**src/mem1_stage_macros.svh**
```systemverilog
`ifndef MEM1_STAGE_MACROS_SVH
`define MEM1_STAGE_MACROS_SVH

// Exception codes, standard MIPS Cause.ExcCode values
`define EXC_INT    5'd0
`define EXC_TLBMOD 5'd1
`define EXC_TLBL   5'd2
`define EXC_TLBS   5'd3
`define EXC_ADEL   5'd4
`define EXC_ADES   5'd5
`define EXC_OV     5'd12
`define EXC_TRAP   5'd13

// Cache attributes, only 3 means cacheable
`define CATTR_UNCACHED 3'd2
`define CATTR_CACHED   3'd3
`define K0_RESET_ATTR  3'd3

// Access select codes
`define DM_SB  4'b0000
`define DM_SH  4'b0001
`define DM_SW  4'b0010
`define DM_SWL 4'b0011
`define DM_SWR 4'b0100
`define DM_LBU 4'b0101
`define DM_LB  4'b0110
`define DM_LHU 4'b0111
`define DM_LH  4'b1000
`define DM_LWL 4'b1001
`define DM_LWR 4'b1010
`define DM_LW  4'b1011

`endif

```
**src/mem1_pkg.sv**
```systemverilog
package mem1_pkg;

    typedef logic [31:0] vaddr_t;
    typedef logic [31:0] paddr_t;
    typedef logic [31:0] word_t;
    typedef logic [19:0] pfn_t;
    typedef logic [2:0]  cattr_t;
    typedef logic [4:0]  exc_code_t;
    typedef logic [3:0]  dm_sel_t;
    typedef logic [3:0]  wstrb_t;
    typedef logic [4:0]  rstrb_t;
    typedef logic [2:0]  acc_size_t;

    // Request entering the stage
    typedef struct packed {
        logic      valid;
        vaddr_t    vaddr;
        word_t     wdata;       // Store data from rt
        dm_sel_t   dm_sel;
        logic      load;
        logic      store;
        logic      reg_write;
        logic      ll;
        logic      sc;
        logic      exc_valid;   // Exception from an earlier stage
        exc_code_t exc_code;
        logic      exc_tlb_refill;
    } mem_req_t;

    typedef struct packed {
        logic   found;
        logic   valid;
        logic   dirty;
        pfn_t   pfn;
        cattr_t cattr;
    } tlb_resp_t;

    typedef struct packed {
        logic      exception;
        exc_code_t exc_code;
        vaddr_t    badvaddr;
        logic      tlb_refill;
        logic      tlb_exc;
        logic      flush;
    } mem_exc_t;

    typedef struct packed {
        paddr_t    paddr;
        logic      uncached;
        logic      dcache_valid;
        logic      uncache_valid;
        logic      store_en;
        wstrb_t    wstrb;
        word_t     wdata;
        rstrb_t    rstrb;
        acc_size_t size;
        logic      sc_result;
    } mem_access_t;

endpackage

```
**src/k0_config_regs.sv**
```systemverilog
`timescale 1ns/100ps

`include "mem1_stage_macros.svh"

module k0_config_regs (
    input  logic             clk,
    input  logic             rst,
    input  logic             cfg_we,
    input  mem1_pkg::cattr_t cfg_k0,
    output mem1_pkg::cattr_t k0_attr
);

    // Config.K0, cache attribute of kseg0
    always_ff @(posedge clk) begin
        if (rst) begin
            k0_attr <= `K0_RESET_ATTR;
        end else if (cfg_we) begin
            k0_attr <= cfg_k0;
        end
    end

endmodule

```
**src/addr_xlate.sv**
```systemverilog
`timescale 1ns/100ps

`include "mem1_stage_macros.svh"

module addr_xlate (
    input  mem1_pkg::vaddr_t    vaddr,
    input  mem1_pkg::tlb_resp_t tlb,
    input  mem1_pkg::cattr_t    k0_attr,
    output mem1_pkg::paddr_t    paddr,
    output logic                mapped,
    output logic                uncached
);

    logic kseg0;
    logic k0_cached;
    logic tlb_cached;

    // kuseg and kseg2/3 go through the TLB
    assign mapped = ~vaddr[31] | vaddr[30];
    assign kseg0  = (vaddr[31:29] == 3'b100);

    always_comb begin
        if (mapped) begin
            paddr = {tlb.pfn, vaddr[11:0]};
        end else begin
            paddr = {3'b000, vaddr[28:0]};  // kseg0/kseg1 direct
        end
    end

    assign k0_cached  = kseg0 & (k0_attr == `CATTR_CACHED);
    assign tlb_cached = mapped & (tlb.cattr == `CATTR_CACHED);

    // kseg1 is never cached
    assign uncached = ~(k0_cached | tlb_cached);

endmodule

```
**src/mem_exc_gen.sv**
```systemverilog
`timescale 1ns/100ps

`include "mem1_stage_macros.svh"

module mem_exc_gen (
    input  mem1_pkg::mem_req_t  req,
    input  mem1_pkg::tlb_resp_t tlb,
    input  logic                mapped,
    input  logic                store_en,
    input  logic                interrupt,
    input  logic                overflow,
    input  logic                trap,
    output mem1_pkg::mem_exc_t  exc
);
    import mem1_pkg::*;

    logic      tlb_chk;
    logic      tlb_miss;
    logic      tlb_inv;
    logic      tlb_mod;
    logic      misal_h;
    logic      misal_w;
    logic      ades;
    logic      adel;
    exc_code_t tlb_code;

    // TLB only checked for a clean mapped load/store
    assign tlb_chk  = req.valid & (req.load | req.store) & ~req.exc_valid & mapped;
    assign tlb_miss = tlb_chk & ~tlb.found;
    assign tlb_inv  = tlb_chk & tlb.found & ~tlb.valid;
    assign tlb_mod  = tlb_chk & tlb.found & tlb.valid & ~tlb.dirty & store_en;

    // Failed SC does not write, so it counts as a load here
    assign tlb_code = tlb_mod  ? `EXC_TLBMOD :
                      store_en ? `EXC_TLBS   : `EXC_TLBL;

    assign misal_h = req.vaddr[0];
    assign misal_w = |req.vaddr[1:0];

    assign ades = req.valid & req.store &
                  ((req.dm_sel == `DM_SH & misal_h) | (req.dm_sel == `DM_SW & misal_w));
    assign adel = req.valid & req.load & req.reg_write &
                  ((req.dm_sel == `DM_LW & misal_w) |
                   ((req.dm_sel == `DM_LH | req.dm_sel == `DM_LHU) & misal_h));

    always_comb begin
        exc = '0;
        if (req.valid && interrupt) begin
            exc.exception = 1'b1;
            exc.exc_code  = `EXC_INT;
        end else if (req.valid && req.exc_valid) begin
            exc.exception  = 1'b1;
            exc.exc_code   = req.exc_code;
            exc.tlb_refill = req.exc_tlb_refill;
        end else if (req.valid && overflow) begin
            exc.exception = 1'b1;
            exc.exc_code  = `EXC_OV;
        end else if (req.valid && trap) begin
            exc.exception = 1'b1;
            exc.exc_code  = `EXC_TRAP;
        end else if (ades) begin
            exc.exception = 1'b1;
            exc.exc_code  = `EXC_ADES;
            exc.badvaddr  = req.vaddr;
        end else if (adel) begin
            exc.exception = 1'b1;
            exc.exc_code  = `EXC_ADEL;
            exc.badvaddr  = req.vaddr;
        end else if (tlb_miss || tlb_inv || tlb_mod) begin
            exc.exception  = 1'b1;
            exc.exc_code   = tlb_code;
            exc.badvaddr   = req.vaddr;
            exc.tlb_refill = tlb_miss;  // Refill vector only on a miss
        end
        exc.tlb_exc = exc.exception & (exc.exc_code == `EXC_TLBMOD |
                                       exc.exc_code == `EXC_TLBL |
                                       exc.exc_code == `EXC_TLBS);
        exc.flush = exc.exception;
    end

endmodule

```
**src/ll_sc_monitor.sv**
```systemverilog
`timescale 1ns/100ps

module ll_sc_monitor (
    input  logic             clk,
    input  logic             rst,
    input  logic             accept,
    input  logic             ll,
    input  logic             sc,
    input  mem1_pkg::vaddr_t vaddr,
    input  logic             flush,
    output logic             sc_ok
);
    import mem1_pkg::*;

    logic   link;
    vaddr_t link_addr;

    // Flush beats a simultaneous LL
    always_ff @(posedge clk) begin
        if (rst || flush) begin
            link      <= 1'b0;
            link_addr <= '0;
        end else if (accept && ll) begin
            link      <= 1'b1;
            link_addr <= vaddr;
        end
    end

    assign sc_ok = sc & link & (vaddr == link_addr);

endmodule

```
**src/access_format.sv**
```systemverilog
`timescale 1ns/100ps

`include "mem1_stage_macros.svh"

module access_format (
    input  mem1_pkg::dm_sel_t   dm_sel,
    input  logic [1:0]          paddr_lo,
    input  mem1_pkg::word_t     store_data,
    output mem1_pkg::wstrb_t    wstrb,
    output mem1_pkg::word_t     wdata,
    output mem1_pkg::rstrb_t    rstrb,
    output mem1_pkg::acc_size_t size
);

    // Byte strobes and replicated store data
    always_comb begin
        wstrb = 4'b1111;
        wdata = store_data;
        case (dm_sel)
            `DM_SB: begin
                wstrb = 4'b0001 << paddr_lo;
                wdata = {4{store_data[7:0]}};
            end
            `DM_SH: begin
                wstrb = paddr_lo[1] ? 4'b1100 : 4'b0011;
                wdata = {2{store_data[15:0]}};
            end
            `DM_SWL: begin
                case (paddr_lo)
                    2'b00:   begin wstrb = 4'b0001; wdata = {4{store_data[31:24]}}; end
                    2'b01:   begin wstrb = 4'b0011; wdata = {2{store_data[31:16]}}; end
                    2'b10:   begin wstrb = 4'b0111; wdata = {8'b0, store_data[31:8]}; end
                    default: begin wstrb = 4'b1111; wdata = store_data; end
                endcase
            end
            `DM_SWR: begin
                case (paddr_lo)
                    2'b00:   begin wstrb = 4'b1111; wdata = store_data; end
                    2'b01:   begin wstrb = 4'b1110; wdata = {store_data[23:0], 8'b0}; end
                    2'b10:   begin wstrb = 4'b1100; wdata = {2{store_data[15:0]}}; end
                    default: begin wstrb = 4'b1000; wdata = {4{store_data[7:0]}}; end
                endcase
            end
            default: ;  // SW, SC and loads keep full word
        endcase
    end

    // Load extract code {merge, sign, half, offset}
    always_comb begin
        case (dm_sel)
            `DM_LBU: rstrb = {3'b000, paddr_lo};
            `DM_LB:  rstrb = {3'b010, paddr_lo};
            `DM_LHU: rstrb = {3'b001, paddr_lo[1], 1'b0};
            `DM_LH:  rstrb = {3'b011, paddr_lo[1], 1'b0};
            `DM_LWL: begin
                case (paddr_lo)
                    2'b00:   rstrb = 5'b11000;
                    2'b01:   rstrb = 5'b11100;
                    2'b10:   rstrb = 5'b11110;
                    default: rstrb = 5'b11111;
                endcase
            end
            `DM_LWR: begin
                case (paddr_lo)
                    2'b00:   rstrb = 5'b11111;
                    2'b01:   rstrb = 5'b10111;
                    2'b10:   rstrb = 5'b10011;
                    default: rstrb = 5'b10001;
                endcase
            end
            default: rstrb = 5'b11111;
        endcase
    end

    always_comb begin
        case (dm_sel)
            `DM_SB, `DM_LBU, `DM_LB: size = 3'd0;
            `DM_SH, `DM_LHU, `DM_LH: size = 3'd1;
            default:                 size = 3'd2;
        endcase
    end

endmodule

```
**src/mem1_stage.sv**
```systemverilog
`timescale 1ns/100ps

module mem1_stage (
    input  logic                  clk,
    input  logic                  rst,
    input  logic                  stall,
    input  mem1_pkg::mem_req_t    req,
    input  mem1_pkg::tlb_resp_t   tlb,
    input  logic                  interrupt,
    input  logic                  overflow,
    input  logic                  trap,
    input  logic                  cfg_we,
    input  mem1_pkg::cattr_t      cfg_k0,
    output logic                  out_valid,
    output mem1_pkg::mem_access_t acc,
    output mem1_pkg::mem_exc_t    exc
);
    import mem1_pkg::*;

    cattr_t      k0_attr;
    paddr_t      paddr;
    logic        mapped;
    logic        uncached;
    logic        accept;
    logic        sc_ok;
    logic        store_en;
    logic        go;
    logic        mem_op;
    mem_exc_t    exc_d;
    mem_access_t acc_d;

    struct packed {
        logic        valid;
        mem_access_t acc;
        mem_exc_t    exc;
    } out_d, out_q;

    assign accept   = req.valid & ~stall;
    assign store_en = req.store & (~req.sc | sc_ok);  // SC writes only with the link intact
    assign go       = req.valid & ~exc_d.exception;
    assign mem_op   = go & (req.load | store_en);

    k0_config_regs i_k0_config_regs (
        .clk     (clk),
        .rst     (rst),
        .cfg_we  (cfg_we),
        .cfg_k0  (cfg_k0),
        .k0_attr (k0_attr)
    );

    addr_xlate i_addr_xlate (
        .vaddr    (req.vaddr),
        .tlb      (tlb),
        .k0_attr  (k0_attr),
        .paddr    (paddr),
        .mapped   (mapped),
        .uncached (uncached)
    );

    ll_sc_monitor i_ll_sc_monitor (
        .clk    (clk),
        .rst    (rst),
        .accept (accept),
        .ll     (req.ll),
        .sc     (req.sc),
        .vaddr  (req.vaddr),
        .flush  (exc_d.flush & accept),
        .sc_ok  (sc_ok)
    );

    mem_exc_gen i_mem_exc_gen (
        .req       (req),
        .tlb       (tlb),
        .mapped    (mapped),
        .store_en  (store_en),
        .interrupt (interrupt),
        .overflow  (overflow),
        .trap      (trap),
        .exc       (exc_d)
    );

    access_format i_access_format (
        .dm_sel     (req.dm_sel),
        .paddr_lo   (paddr[1:0]),
        .store_data (req.wdata),
        .wstrb      (acc_d.wstrb),
        .wdata      (acc_d.wdata),
        .rstrb      (acc_d.rstrb),
        .size       (acc_d.size)
    );

    assign acc_d.paddr         = paddr;
    assign acc_d.uncached      = uncached;
    assign acc_d.dcache_valid  = mem_op & ~uncached;
    assign acc_d.uncache_valid = mem_op & uncached;
    assign acc_d.store_en      = go & store_en;
    assign acc_d.sc_result     = go & req.sc & sc_ok;

    assign out_d.valid = req.valid;
    assign out_d.acc   = acc_d;
    assign out_d.exc   = exc_d;

    always_ff @(posedge clk) begin
        if (rst) begin
            out_q <= '0;
        end else if (!stall) begin
            out_q <= out_d;
        end
    end

    assign out_valid = out_q.valid;
    assign acc       = out_q.acc;
    assign exc       = out_q.exc;

endmodule

```
**config.mk**
```make
export PLATFORM = sky130hd
export DESIGN_NAME = mem1_stage
export DESIGN_NICKNAME = d
export VERILOG_FILES = /design/src/mem1_pkg.sv /design/src/k0_config_regs.sv /design/src/addr_xlate.sv /design/src/mem_exc_gen.sv /design/src/ll_sc_monitor.sv /design/src/access_format.sv /design/src/mem1_stage.sv
export VERILOG_INCLUDE_DIRS = /design/src
export SDC_FILE = /design/constraint.sdc
export NUM_CORES = 1
export LEC_CHECK = 0
export ABC_AREA = 1
export ABC_CLOCK_PERIOD_IN_PS = 2000
export BUFFER_PORTS_ARGS = -buffer_cell sky130_fd_sc_hd__buf_2
export CORE_MARGIN = 10
export CORE_UTILIZATION = 54
export CTS_BUF_LIST = sky130_fd_sc_hd__clkbuf_8
export DETAILED_ROUTE_END_ITERATION = 10
export PLACE_DENSITY = 0.85
export SKIP_LAST_GASP = 1
export SYNTH_ARGS = -nofsm -noshare
export SYNTH_HDL_FRONTEND = slang
export SYNTH_SLANG_ARGS = --single-unit
```
**constraint.sdc**
```tcl
create_clock -name clk -period 2 [get_ports clk]
set_input_delay 0.1 -clock clk [delete_from_list [all_inputs] [get_ports clk]]
set_output_delay 0.1 -clock clk [all_outputs]
set_load 0.01 [all_outputs]
```
Word-level counts from Yosys, hierarchy flattened
Cells that the tools add are included.
{"block": "word_totals", "register_bits": 158, "input_bits": 117, "out_inout_bits": 123, "word_cells": 133}
{"block": "op_classes", "eq_ne": 20, "shifts": 1, "n_mux": 28, "bitwise_logic": 52, "reduce_logical": 13}
{"op": "$pmux 32 s3", "n": 2}
{"op": "$pmux 32 s4", "n": 1}
{"op": "$mux 33", "n": 3}
{"op": "$mux 38", "n": 2}
{"op": "$mux 32", "n": 2}
{"op": "$mux 39", "n": 1}
{"op": "$and 1x1->1", "n": 33}
{"op": "$eq 32x32->1", "n": 1}
{"op": "$pmux 5 s6", "n": 1}
{"op": "$mux 6", "n": 4}
{"op": "$pmux 4 s3", "n": 2}
{"op": "$pmux 3 s3", "n": 2}
{"op": "$eq 4x3->1 const B", "n": 4}
{"op": "$eq 4x4->1 const B", "n": 4}
{"op": "$pmux 4 s4", "n": 1}
{"op": "$eq 5x2->1 const B", "n": 2}
{"op": "$or 1x1->1", "n": 10}
{"op": "$not 1->1", "n": 9}
{"op": "$eq 4x2->1 const B", "n": 2}
{"op": "$eq 3x2->1 const B", "n": 2}
{"op": "$reduce_or 3->1", "n": 2}
{"op": "$eq 5x1->1 const B", "n": 1}
{"op": "$logic_and 1x1->1", "n": 5}
{"op": "$mux 5", "n": 1}
{"op": "other kinds (12)", "n": 17}

Depth between registers and ports, before layout
Gate-level depths: netlist of run 1.
{"block": "depth", "word_depth": 20, "depth_mapped": 18}

By module
A second synthesis of run 1 with hierarchy kept.
{"block": "hier_totals", "hier_cells": 1488, "hier_area_um2": 9409.0}
{"module": "mem1_stage", "instances": 1, "cells_per_inst": 545, "area_each_um2": 4659.5, "seq_area_each_um2": 2462.4}
{"module": "access_format", "instances": 1, "cells_per_inst": 433, "area_each_um2": 1921.8, "seq_area_each_um2": 0.0}
{"module": "ll_sc_monitor", "instances": 1, "cells_per_inst": 258, "area_each_um2": 1660.3, "seq_area_each_um2": 660.6}
{"module": "mem_exc_gen", "instances": 1, "cells_per_inst": 152, "area_each_um2": 673.1, "seq_area_each_um2": 0.0}
{"module": "addr_xlate", "instances": 1, "cells_per_inst": 84, "area_each_um2": 382.9, "seq_area_each_um2": 0.0}
{"module": "k0_config_regs", "instances": 1, "cells_per_inst": 16, "area_each_um2": 111.4, "seq_area_each_um2": 60.1}

Worst setup path before layout of run 1
Ideal clock, no wire load.
{"block": "synth_timing", "kind": "register to register", "startpoint": "register i_ll_sc_monitor.link_addr[29]", "endpoint": "register i_ll_sc_monitor.link_addr[11]", "setup_time_ps": 142, "t_arrival_ps": 1508, "t_required_ps": 1858, "setup_slack_ps": 350, "path_stages_with_launch": 19, "period_less_slack_ps": 1650, "path_cell_list": "dfxtp_1 -> inv_1 -> nand2_1 -> nand2_1 -> inv_1 -> nand2_1 -> nor2_1 -> nand2_1 -> nor2_1 -> nand3_1 -> nand2_1 -> nand3_1 -> nand2_1 -> inv_2 -> nand2_2 -> nand2_2 -> nand2_4 -> buf_6 -> a211oi_2"}
{"block": "synth_via", "elab_chain_len": 15}
{"element": "start: declaration", "line": "ll_sc_monitor.sv:16", "rtl": "vaddr_t link_addr;"}
{"element": "start signal: assignment", "line": "ll_sc_monitor.sv:25", "rtl": "link_addr <= vaddr;"}
{"element": "$eq 32x32->1", "line": "ll_sc_monitor.sv:29", "rtl": "assign sc_ok = sc & link & (vaddr == link_addr);"}
{"element": "$and 1x1->1", "line": "ll_sc_monitor.sv:29"}
{"element": "$or 1x1->1", "line": "mem1_stage.sv:39", "rtl": "assign store_en = req.store & (~req.sc | sc_ok);"}
{"element": "$and 1x1->1", "line": "mem1_stage.sv:39"}
{"element": "$and 1x1->1", "line": "mem_exc_gen.sv:31", "rtl": "assign tlb_mod = tlb_chk & tlb.found & tlb.valid & ~tlb.dirty & store_en;"}
{"element": "$logic_or 1x1->1", "line": "mem_exc_gen.sv:69", "rtl": "end else if (tlb_miss || tlb_inv || tlb_mod) begin"}
{"element": "$mux 39", "line": "mem_exc_gen.sv:69"}
{"element": "$mux 38", "line": "mem_exc_gen.sv:65", "rtl": "end else if (adel) begin"}
{"element": "$mux 38", "line": "mem_exc_gen.sv:61", "rtl": "end else if (ades) begin"}
{"element": "$mux 6", "line": "mem_exc_gen.sv:58", "rtl": "end else if (req.valid && trap) begin"}
{"element": "$mux 6", "line": "mem_exc_gen.sv:55", "rtl": "end else if (req.valid && overflow) begin"}
{"element": "$mux 6", "line": "mem_exc_gen.sv:51", "rtl": "end else if (req.valid && req.exc_valid) begin"}
{"element": "$mux 6", "line": "mem_exc_gen.sv:48", "rtl": "if (req.valid && interrupt) begin"}
{"element": "$and 1x1->1", "line": "mem1_stage.sv:67", "rtl": ".flush (exc_d.flush & accept),"}
{"element": "$logic_or 1x1->1", "line": "ll_sc_monitor.sv:20", "rtl": "if (rst || flush) begin"}
Every way passes these cells.
A chain may end at the register's enable or synchronous reset.

Worst setup path in the final report of run 1
{"block": "layout_timing", "startpoint": "input req[70] (netlist bit)", "endpoint": "register out_q, in the netlist exc[11]"}
{"block": "layout_via", "elab_chain_len": 13}
{"element": "start: declaration", "line": "mem1_stage.sv:7", "rtl": "input mem1_pkg::mem_req_t req,"}
{"element": "$eq 32x32->1", "line": "ll_sc_monitor.sv:29"}
{"element": "$and 1x1->1", "line": "ll_sc_monitor.sv:29"}
{"element": "$or 1x1->1", "line": "mem1_stage.sv:39"}
{"element": "$and 1x1->1", "line": "mem1_stage.sv:39"}
{"element": "$and 1x1->1", "line": "mem_exc_gen.sv:31"}
{"element": "$logic_or 1x1->1", "line": "mem_exc_gen.sv:69"}
{"element": "$mux 39", "line": "mem_exc_gen.sv:69"}
{"element": "$mux 38", "line": "mem_exc_gen.sv:65"}
{"element": "$mux 38", "line": "mem_exc_gen.sv:61"}
{"element": "$mux 33", "line": "mem_exc_gen.sv:58"}
{"element": "$mux 33", "line": "mem_exc_gen.sv:55"}
{"element": "$mux 32", "line": "mem_exc_gen.sv:51"}
{"element": "$mux 33", "line": "mem_exc_gen.sv:48"}
{"element": "end signal: assignment", "line": "mem1_stage.sv:107", "rtl": "out_q <= out_d;"}
{"element": "end: declaration", "line": "mem1_stage.sv:36", "rtl": "} out_d, out_q;"}
Every way passes these cells.

==> results of run 1 <==
==> registers in the layout (all words and copies together) (netlist names) <==
name	flops
i_ll_sc_monitor.link_addr	32
exc	40
i_ll_sc_monitor.link	1
out_valid	1
i_k0_config_regs.k0_attr	3
acc	80
==> synthesized netlist by cell type, drive strengths merged, types with 6 or more instances <==
cell	number	share of area (%)
inv	134	6.3
nor2	148	7.1
nand2	232	11
dfxtp	157	39
o21ai	107	6.7
a31oi	9	0.70
nand3	47	3.0
o211ai	14	1.3
a211oi	22	3.2
o22ai	26	2.0
clkinv	6	0.28
nor3	6	0.37
a21oi	135	8.4
clkbuf	56	2.6
o221ai	9	0.98
buf	19	1.4
nand4	17	1.3
==> cells by family (layout without fill, tap and decap cells) <==
| logic type | after synthesis | count (layout) | synth area share [%] |
|---|---|---|---|
| and+or+nand+nor | 454 | 454 | 23.17 |
| AOI/OAI and AO/OA | 347 | 347 | 25.95 |
| xor gates and xnor gates | 9 | 9 | 0.9796 |
| buffers and inverters | 215 | 544 | 10.54 |
| other | 1 | 9 | 0.04660 |
| muxes | 2 | 2 | 0.2488 |
| DFF | 157 | 157 | 39.06 |
==> worst reg2reg max path: stages, from the launching register on <==
cell and delay, ps:
dfxtp_1 350, inv_1 70, nand2_1 70, nand3_2 80
nor2_2 150, nand2_1 110, nor2_1 140, nand3_1 110
nand2_2 110, nand3_2 70, nand2_2 100, inv_4 60
nand2_8 110, clkbuf_16 180, nand4_1 80, a21oi_1 160
==> metrics by stage <==
stage	util (%)	power, µW	instance area, µm²
after detailed placement	65.51	4781	9558
after CTS	74.13	7476	10810
after global routing	76.45	7903	11150
after global placement	65.51	4751	9558
after floorplan	-	4206	8046
final	76.50	7602	11160
==> worst paths after layout <==
check	from	to	cells past startpoint
hold / removal	req[26]	acc[19]	5
setup reg to reg	i_ll_sc_monitor.link_addr[20]	exc[11]	15
hold reg to reg	i_ll_sc_monitor.link_addr[11]	i_ll_sc_monitor.link_addr[11]	2
setup / recovery	req[70]	exc[11]	18
==> area by class of cell <==
type                    instances  share of cell area (%)
inverters                     140                   4.742
multi-input cells             813                   38.13
flip-flops and latches        157                   28.22
repair buffers                372                   22.84
clock buffers                  18                   2.220
well taps                     184                   2.063
diodes                          8                  0.1794
clock inverters                14                   1.614
==> routing by layer <==
metal | up-vias | GRT usage [%]
li1 | 4602 | -
met1 | 4473 | 34.95
met2 | 680 | 46.93
met3 | 140 | 8.044
met4 | 0 | 12.69
met5 | - | 0
==> repair_timing <==
action                     CTS  global route
hold endpoints to repair   101             0
setup endpoints to repair   54            71
setup buffers                3             4
gates resized for setup      3            56
pin swaps                    2            22
gates cloned                 1             4
hold buffers                77             0
==> power by group through the flow <==
stage               clock (µW)  sequential, µW  combinational (µW)
floorplan                    0            3490                 716
global placement             0            3430                1320
detailed placement           0            3430                1350
CTS                       2610            3360                1500
global route              2750            3390                1760
finish                    2610            3370                1630
==> impl_metrics.ini, run 1 <==
[die]
die_y_um = 142.1
die_x_um = 142.1
io_pins = 240
initial_core_util_pct = 55.15
rows = 44
die_area_mm2 = 0.02018
fp.coreArea_mm2 = 0.01459

[run]
maxCapViolCount = 0

[pwr]
switching_share_pct = 31.11
clkPwrFrac_pct = 34.3
power_frac_comb_pct = 21.4
p_sw_uw = 2365
power_density_mw_per_mm2 = 681.2
max-vdd-ir-drop_v = 0.0006320
leakagePower_uw = 0.005250
p_int_uw = 5237
pwr-share-seq_pct = 44.3

[timing]
min_period_ps = 2041
setup_viol = 45
slew_viol_final = 0
skew_ps = 15.69
hold_viol = 0
tns_ps = -926.2
rsz0062_at_grt = true
fin_crit_sh_pct = 102.0
whs_ps = 20.31
worst_pin_slew_ps = 717.6
fin_ws_ps = -40.81
fmax_mhz = 490.0
slew_headroom_pct = 50.92

[global_route]
grt_start_max_net_pins = 57
grt-ovfl-total = 0
antenna_found_initial = 6
grt_pass1_wl_um = 48200
grt.total_usage_pct = 28.91
grt_pass1_vias = 9485

[setup_path]
cpMostUsedCell = nand2_1
cp_data_required_time_ps = 2390
reg2reg_setup_slack_ps = -30
slowest_stage = dlygate4sd3_1
path_cells = dlygate4sd3_1, buf_2, inv_1, nand2_1, nand2_1, nand2_1, nor2_2, nand2_1, nor2_1, nand3_1, nand2_2, nand3_2, nand2_2, inv_4, nand2_8, clkbuf_16, nand4_1, a21oi_1
cp-end-kind = flop
worstPathMaxFanout = 8
path_buf_inv = 5
critPathTopFamily = simple AND/OR/NAND/NOR gates
crit_path_start_kind = input port
critPathMaxStageDelay_ps = 580
worst-setup-path-type = input port to flop
arrival_ps = 2430

[logic_synthesis]
synth_flop_cell = dfxtp_1
syn_nets = 1302
syn_area_per_cell_um2 = 6.790
ys_seq_area_share_pct = 39.06
async_reset_ff_share_pct = 0
synth_warnings = 0
synthesis.instances = 1185
synth_edf_count = 0
synthDistinctLibCells = 47
synthesis.area_mm2 = 0.008046
ys_seq_elements = 157

[routing]
drtIter0Drc = 1345
highest_layer = met4
vias_per_cell = 5.800
wl_met3_um = 3560
first_pass_iters = 6
post_drt_wl_per_cell_um = 18.45
drc = 0
routed_wirelength_um = 31480
met1Wirelength_um = 11760
drtAntennaViolNets = 0
num_vias = 9895
dr_wl_met2_um = 14710

[clock_tree]
cts_buffer_depth = 2
cts_root_buf = clkbuf_8
cts.clk_slew.worst_paths_ps = 100
cts_tree = built
clock-sinks = 157
cts_max_level = 4
cts_buffers = 17
insertion_delay_ps = 470

[placement]
dp_hpwl_um = 20440
placedCellCount = 1578
place_ws_ps = -37.36
gp_congestion = 0.9562
io_buffers = 238

[finish]
nNetsFinal = 1618
drive_gt1_share_pct = 27.61
area_growth_pct = 38.70
num-fill-cells = 996
seqCellArea_mm2 = 0.003149
most-common-layout-cells = buf_2 (235), nand2_1 (222), dfxtp_1 (152)
multi_input_area_mm2 = 0.004255
stdcell_count = 1706
final_common_cell = buf_2

[worst_hold_path]
hold_path.class = input port to flop

[status]
violations = negative setup slack
outcome = finished, violations left
No activity file was read; power rests on OpenSTA's default activity.
==> inputs of run 2 (changes only) <==
--- a/config.mk
+++ b/config.mk
@@ -9,11 +9,12 @@
 export ABC_AREA = 1
 export ABC_CLOCK_PERIOD_IN_PS = 2000
 export BUFFER_PORTS_ARGS = -buffer_cell sky130_fd_sc_hd__buf_2
+export CAP_MARGIN = 10
 export CORE_MARGIN = 10
-export CORE_UTILIZATION = 54
+export CORE_UTILIZATION = 45
 export CTS_BUF_LIST = sky130_fd_sc_hd__clkbuf_8
 export DETAILED_ROUTE_END_ITERATION = 10
-export PLACE_DENSITY = 0.85
+export PLACE_DENSITY = 0.73
 export SKIP_LAST_GASP = 1
 export SYNTH_ARGS = -nofsm -noshare
 export SYNTH_HDL_FRONTEND = slang
==> run 2 against run 1 <==
Effect of this change: the flow now finishes without violations; critical path depth decreased by 2; hold slack got worse by 2.6 ps; non-clock buffer count increased by 8; maximum frequency increased by 4.6%; design area increased by 0.39%.
==> impl_metrics.ini, run 2 (synthesized netlist as in run 1, its figures left out) <==
[placement]
placedCellCount = 1624
place_ws_ps = 24.81
dp_hpwl_um = 20960
gp_congestion = 0.9465
io_buffers = 238
dpl_cell_area_mm2 = 0.009672

[global_route]
grt_start_max_net_pins = 53
grt_pass1_vias = 8990
grt.total_usage_pct = 23.98
grt-ovfl-total = 0
antenna_found_initial = 2
grt_pass1_wl_um = 47310

[pwr]
max-vdd-ir-drop_v = 0.0004533
p_sw_uw = 2369
power_uw = 7409
power_frac_comb_pct = 21.7
switching_share_pct = 31.98
leakagePower_uw = 0.005270
clkPwrFrac_pct = 32.8
pwr-share-seq_pct = 45.5
power_density_mw_per_mm2 = 661.3
p_int_uw = 5040

[routing]
drtAntennaViolNets = 0
vias_per_cell = 5.421
num_vias = 9493
first_pass_iters = 6
post_drt_wl_per_cell_um = 17.50
drc = 0
drtIter0Drc = 936
routed_wirelength_um = 30640

[die]
io_pins = 240
die_x_um = 153.7
initial_core_util_pct = 46.20
die_area_mm2 = 0.02363
die_y_um = 153.7
rows = 48
fp.coreArea_mm2 = 0.01742

[finish]
nNetsFinal = 1626
most-common-layout-cells = buf_2 (234), nand2_1 (222), dfxtp_1 (151)
final_area_mm2 = 0.01120
drive_gt1_share_pct = 27.33
largest_reg_flops = 80
final_common_cell = buf_2
stdcell_count = 1751
area_growth_pct = 39.25

[clock_tree]
cts.clk_slew.worst_paths_ps = 100
clock-sinks = 157
cts_tree = built
cts_buffers = 17
insertion_delay_ps = 460
cts_buffer_depth = 2
cts_root_buf = clkbuf_8
cts_max_level = 4

[setup_path]
cp-end-kind = flop
reg2reg_setup_slack_ps = 50
cp_data_required_time_ps = 2390
slowest_stage = dlygate4sd3_1
critPathMaxStageDelay_ps = 530
arrival_ps = 2340
crit_path_start_kind = input port
critPathTopFamily = simple AND/OR/NAND/NOR gates
worst-setup-path-type = input port to flop
path_buf_inv = 4
reg2regPathDepth = 17
reg2reg_to = exc[3]
path_cells = dlygate4sd3_1, buf_2, xnor2_1, nand2_1, nor2_1, nand2_1, nor2_2, nand3_2, nand2_2, nand3_2, nand2_2, inv_4, nand2_8, buf_12, nand4_1, a21oi_1
worstPathMaxFanout = 8
reg2reg_from = i_ll_sc_monitor.link_addr[11]

[timing]
fin_ws_ps = 48.96
fin_crit_sh_pct = 97.55
slew_headroom_pct = 42.83
skew_ps = 21.20
hold_viol = 0
worst_pin_slew_ps = 835.9
whs_ps = 17.70
min_period_ps = 1951
rsz0062_at_grt = true
setup_viol = 0
fmax_mhz = 512.5
slew_viol_final = 0

[worst_hold_path]
holdPathStages = 3
hp-start = req[2]
hold_path.class = input port to flop
holdPathEnd = exc[36]

[status]
outcome = finished, final reports clean

[run]
maxCapViolCount = 0
-- run 2: per-layer routing --
metal  GRT usage (%)  wire [µm]  vias to the layer above
met2           38.16      14090                      469
met3           7.643       3202                       52
met4           6.298        596                        0
met5               0          0                        -
met1           30.66      12760                     4344
li1                -          -                     4628
-- run 2: worst max-delay path by stage --
stage	cells past startpoint	slack [ps]	end	from
after global placement	8	10	acc[27]	req[49]
after CTS	15	-7	exc[3]	i_ll_sc_monitor.link_addr[9]
after detailed placement	8	20	acc[27]	req[49]
final	16	50	exc[3]	req[56]
after floorplan	18	350	i_ll_sc_monitor.link_addr[11]	i_ll_sc_monitor.link_addr[29]
after global routing	16	-70	i_ll_sc_monitor.link_addr[17]	i_ll_sc_monitor.link_addr[9]
-- run 2: timing repair --
action,in CTS,in global routing
hold endpoints to repair,102,0
gates cloned,0,4
pin swaps,0,14
setup endpoints to repair,1,70
buffers inserted,0,6
hold buffers,82,0
resized for setup,0,51
-- run 2: worst register-to-register path, delay by kind of cell, from the launching register on --
kind | cells | cell delay (ps)
buffers and inverters | 4 | 280
AND/OR/NAND/NOR | 12 | 1060
flip-flops | 1 | 340
AO/OA/AOI/OAI | 1 | 180
-- run 2: metrics by stage --
| stage | TNS (ps) | util [%] |
|---|---|---|
| after floorplan | 0 | - |
| after global placement | 0 | 55.53 |
| after detailed placement | 0 | 55.53 |
| after CTS | -6.743 | 62.51 |
| after global routing | -2532 | 64.30 |
| final | 0 | 64.33 |
-- run 2: power groups by stage --
stage                     Clock, µW  Combinational [µW]  Sequential (µW)
after floorplan                   0                 716             3490
after global placement            0                1360             3430
after detailed placement          0                1370             3440
after CTS                      2460                1500             3370
after global routing           2580                1770             3390
final                          2430                1610             3370
-- run 2: area by class of cell --
type                            count  area (µm²)
Antenna cell                        4       10.01
Clock buffer                       19       261.5
Clock inverter                     13       132.6
Fill cell                        1552        6212
Inverter                          140       529.3
Multi-Input combinational cell    813        4202
Sequential cell                   157        3151
Tap cell                          225       281.5
Timing Repair Buffer              380        2638
==> inputs of run 3 (changes only) <==
--- a/config.mk
+++ b/config.mk
@@ -7,7 +7,7 @@
 export NUM_CORES = 1
 export LEC_CHECK = 0
 export ABC_AREA = 1
-export ABC_CLOCK_PERIOD_IN_PS = 2000
+export ABC_CLOCK_PERIOD_IN_PS = 2400
 export BUFFER_PORTS_ARGS = -buffer_cell sky130_fd_sc_hd__buf_2
 export CAP_MARGIN = 10
 export CORE_MARGIN = 10
==> constraint.sdc (replaced) <==
create_clock -name clk -period 2.4 [get_ports clk]
set_input_delay 0.12 -clock clk [delete_from_list [all_inputs] [get_ports clk]]
set_output_delay 0.12 -clock clk [all_outputs]
set_load 0.01 [all_outputs]
==> run 3 against run 2 <==
Effect of this change: non-clock buffer count decreased by 33; global-route usage decreased by 0.66 points; power decreased by 17%; first-iteration DRC count decreased by 3.2%; clock power decreased by 12%; critical path type unchanged.
==> impl_metrics.ini, run 3 (synthesized netlist as in run 1, its figures left out) <==
[status]
outcome = finished, final reports clean

[pwr]
switching_share_pct = 31.43
clkPwrFrac_pct = 34.6
p_sw_uw = 1938
leakagePower_uw = 0.005050
power_frac_comb_pct = 19.9
power_density_mw_per_mm2 = 575.5
p_int_uw = 4228
pwr-share-seq_pct = 45.5
max-vdd-ir-drop_v = 0.0003602
power_uw = 6166

[timing]
skew_ps = 13.13
fin_crit_sh_pct = 88.57
slew_headroom_pct = 43.45
worst_pin_slew_ps = 848.2
hold_viol = 0
whs_ps = 16.34
tns_ps = 0
fmax_mhz = 470.5
rsz0062_at_grt = false
slew_viol_final = 0
setup_viol = 0
min_period_ps = 2126

[clock_tree]
cts_root_buf = clkbuf_8
insertion_delay_ps = 480
postCtsSetupRepairBufs = 0
cts_buffers = 17
cts_tree = built
cts_buffer_depth = 2
clock-sinks = 157
cts_max_level = 4
cts.clk_slew.worst_paths_ps = 90

[die]
initial_core_util_pct = 46.20
die_x_um = 153.7
io_pins = 240
die_y_um = 153.7
die_area_mm2 = 0.02363
rows = 48
fp.coreArea_mm2 = 0.01742

[finish]
most-common-layout-cells = buf_2 (237), nand2_1 (227), dfxtp_1 (157)
area_growth_pct = 33.15
stdcell_count = 1716
nNetsFinal = 1593
num-fill-cells = 1624
final_area_mm2 = 0.01071
drive_gt1_share_pct = 23.17
largest_reg_flops = 80
final_common_cell = buf_2

[global_route]
grt.total_usage_pct = 23.32
grt-ovfl-total = 0
grt_pass1_vias = 8781
antenna_found_initial = 2
grt_pass1_wl_um = 45860
grt_start_max_net_pins = 84

[run]
maxCapViolCount = 0

[routing]
drtAntennaViolNets = 0
routed_wirelength_um = 29430
drc = 0
num_vias = 9318
drtIter0Drc = 906
post_drt_wl_per_cell_um = 17.15
vias_per_cell = 5.430
first_pass_iters = 8

[setup_path]
cp-end-kind = flop
arrival_ps = 2520
cp_data_required_time_ps = 2800
worstPathMaxFanout = 32
worst-setup-path-type = input port to flop
crit_path_start_kind = input port

[placement]
gp_congestion = 0.9485
dp_hpwl_um = 20440
placedCellCount = 1600
dpl_cell_area_mm2 = 0.009467
io_buffers = 238

[worst_hold_path]
hold_path.class = input port to flop
==> run 3: changes by cell type in the layout (fill, tap and decap cells not counted), sizes merged <==
| cell | before | now |
|---|---|---|
| buf | 294 | 265 |
| clkbuf | 23 | 19 |
| diode | 4 | 2 |
| inv | 141 | 139 |
| bufinv | 1 | 2 |
| clkinv | 9 | 10 |
==> run 3: stage by stage <==
step / utilization [%] / worst slack (ps)
finish: 61.52 / 274.4
global route: 61.52 / 61.34
CTS: 61.44 / 192.7
detailed placement: 54.35 / 260.9
global placement: 54.35 / 341.6
floorplan: - / 750.0
==> run 3: cell type report <==
cell class | count | area, µm² | share of cell area (%)
multi-input cells | 813 | 4078 | 38.06
flip-flops and latches | 157 | 3143 | 29.34
repair buffers | 347 | 2267 | 21.16
inverters | 140 | 526.8 | 4.917
well taps | 225 | 281.5 | 2.628
clock buffers | 19 | 261.5 | 2.441
clock inverters | 13 | 151.4 | 1.413
diodes | 2 | 5.005 | 0.04671
==> run 3: final timing paths <==
kind,startpoint,end,slack [ps],cells past startpoint
worst max-delay path,req[54],exc[3],270,16
worst min-delay path,rst,acc[73],20,4
worst max register to register,i_ll_sc_monitor.link_addr[13],exc[3],300,17
worst min register to register,acc[56],acc[56],470,2
==> run 3: per-layer routing <==
metal  vias to the layer above  share of wire [%]  GRT usage (%)  wire [µm]
met3                        38                 11          6.304       3122
met4                         0                1.5          7.332        427
met1                      4244                 42          29.74      12340
met5                         -                  0              0          0
met2                       489                 46          37.47      13540
li1                       4547                  -              -          -
==> run 3: worst max-delay path, cell delays in order <==
cell           delay, ps
dlygate4sd3_1        540
buf_2                160
xnor2_1              170
nand2_1               70
nor2_1               140
nand2_1              100
nor2_1               110
nand3_1              110
nand2_1              140
nand3_1               90
nand2_1               90
inv_2                 60
nand2_2               90
buf_12               200
nand4_1              160
a21oi_1              160
==> run 3: power groups by stage <==
stage / clock network [µW] / logic [µW] / registers [µW]
6_report: 2130 / 1230 / 2810
5_1_grt: 2250 / 1350 / 2820
4_1_cts: 2170 / 1210 / 2800
3_5_place_dp: 0 / 1100 / 2860
3_3_place_gp: 0 / 1090 / 2860
2_1_floorplan: 0 / 597 / 2910
==> run 3: what timing repair did <==
item | in CTS | in global routing
hold endpoints to repair | 107 | 0
gates resized for setup | 0 | 1
hold buffers | 82 | 0
endpoints found under the setup margin | 0 | 28
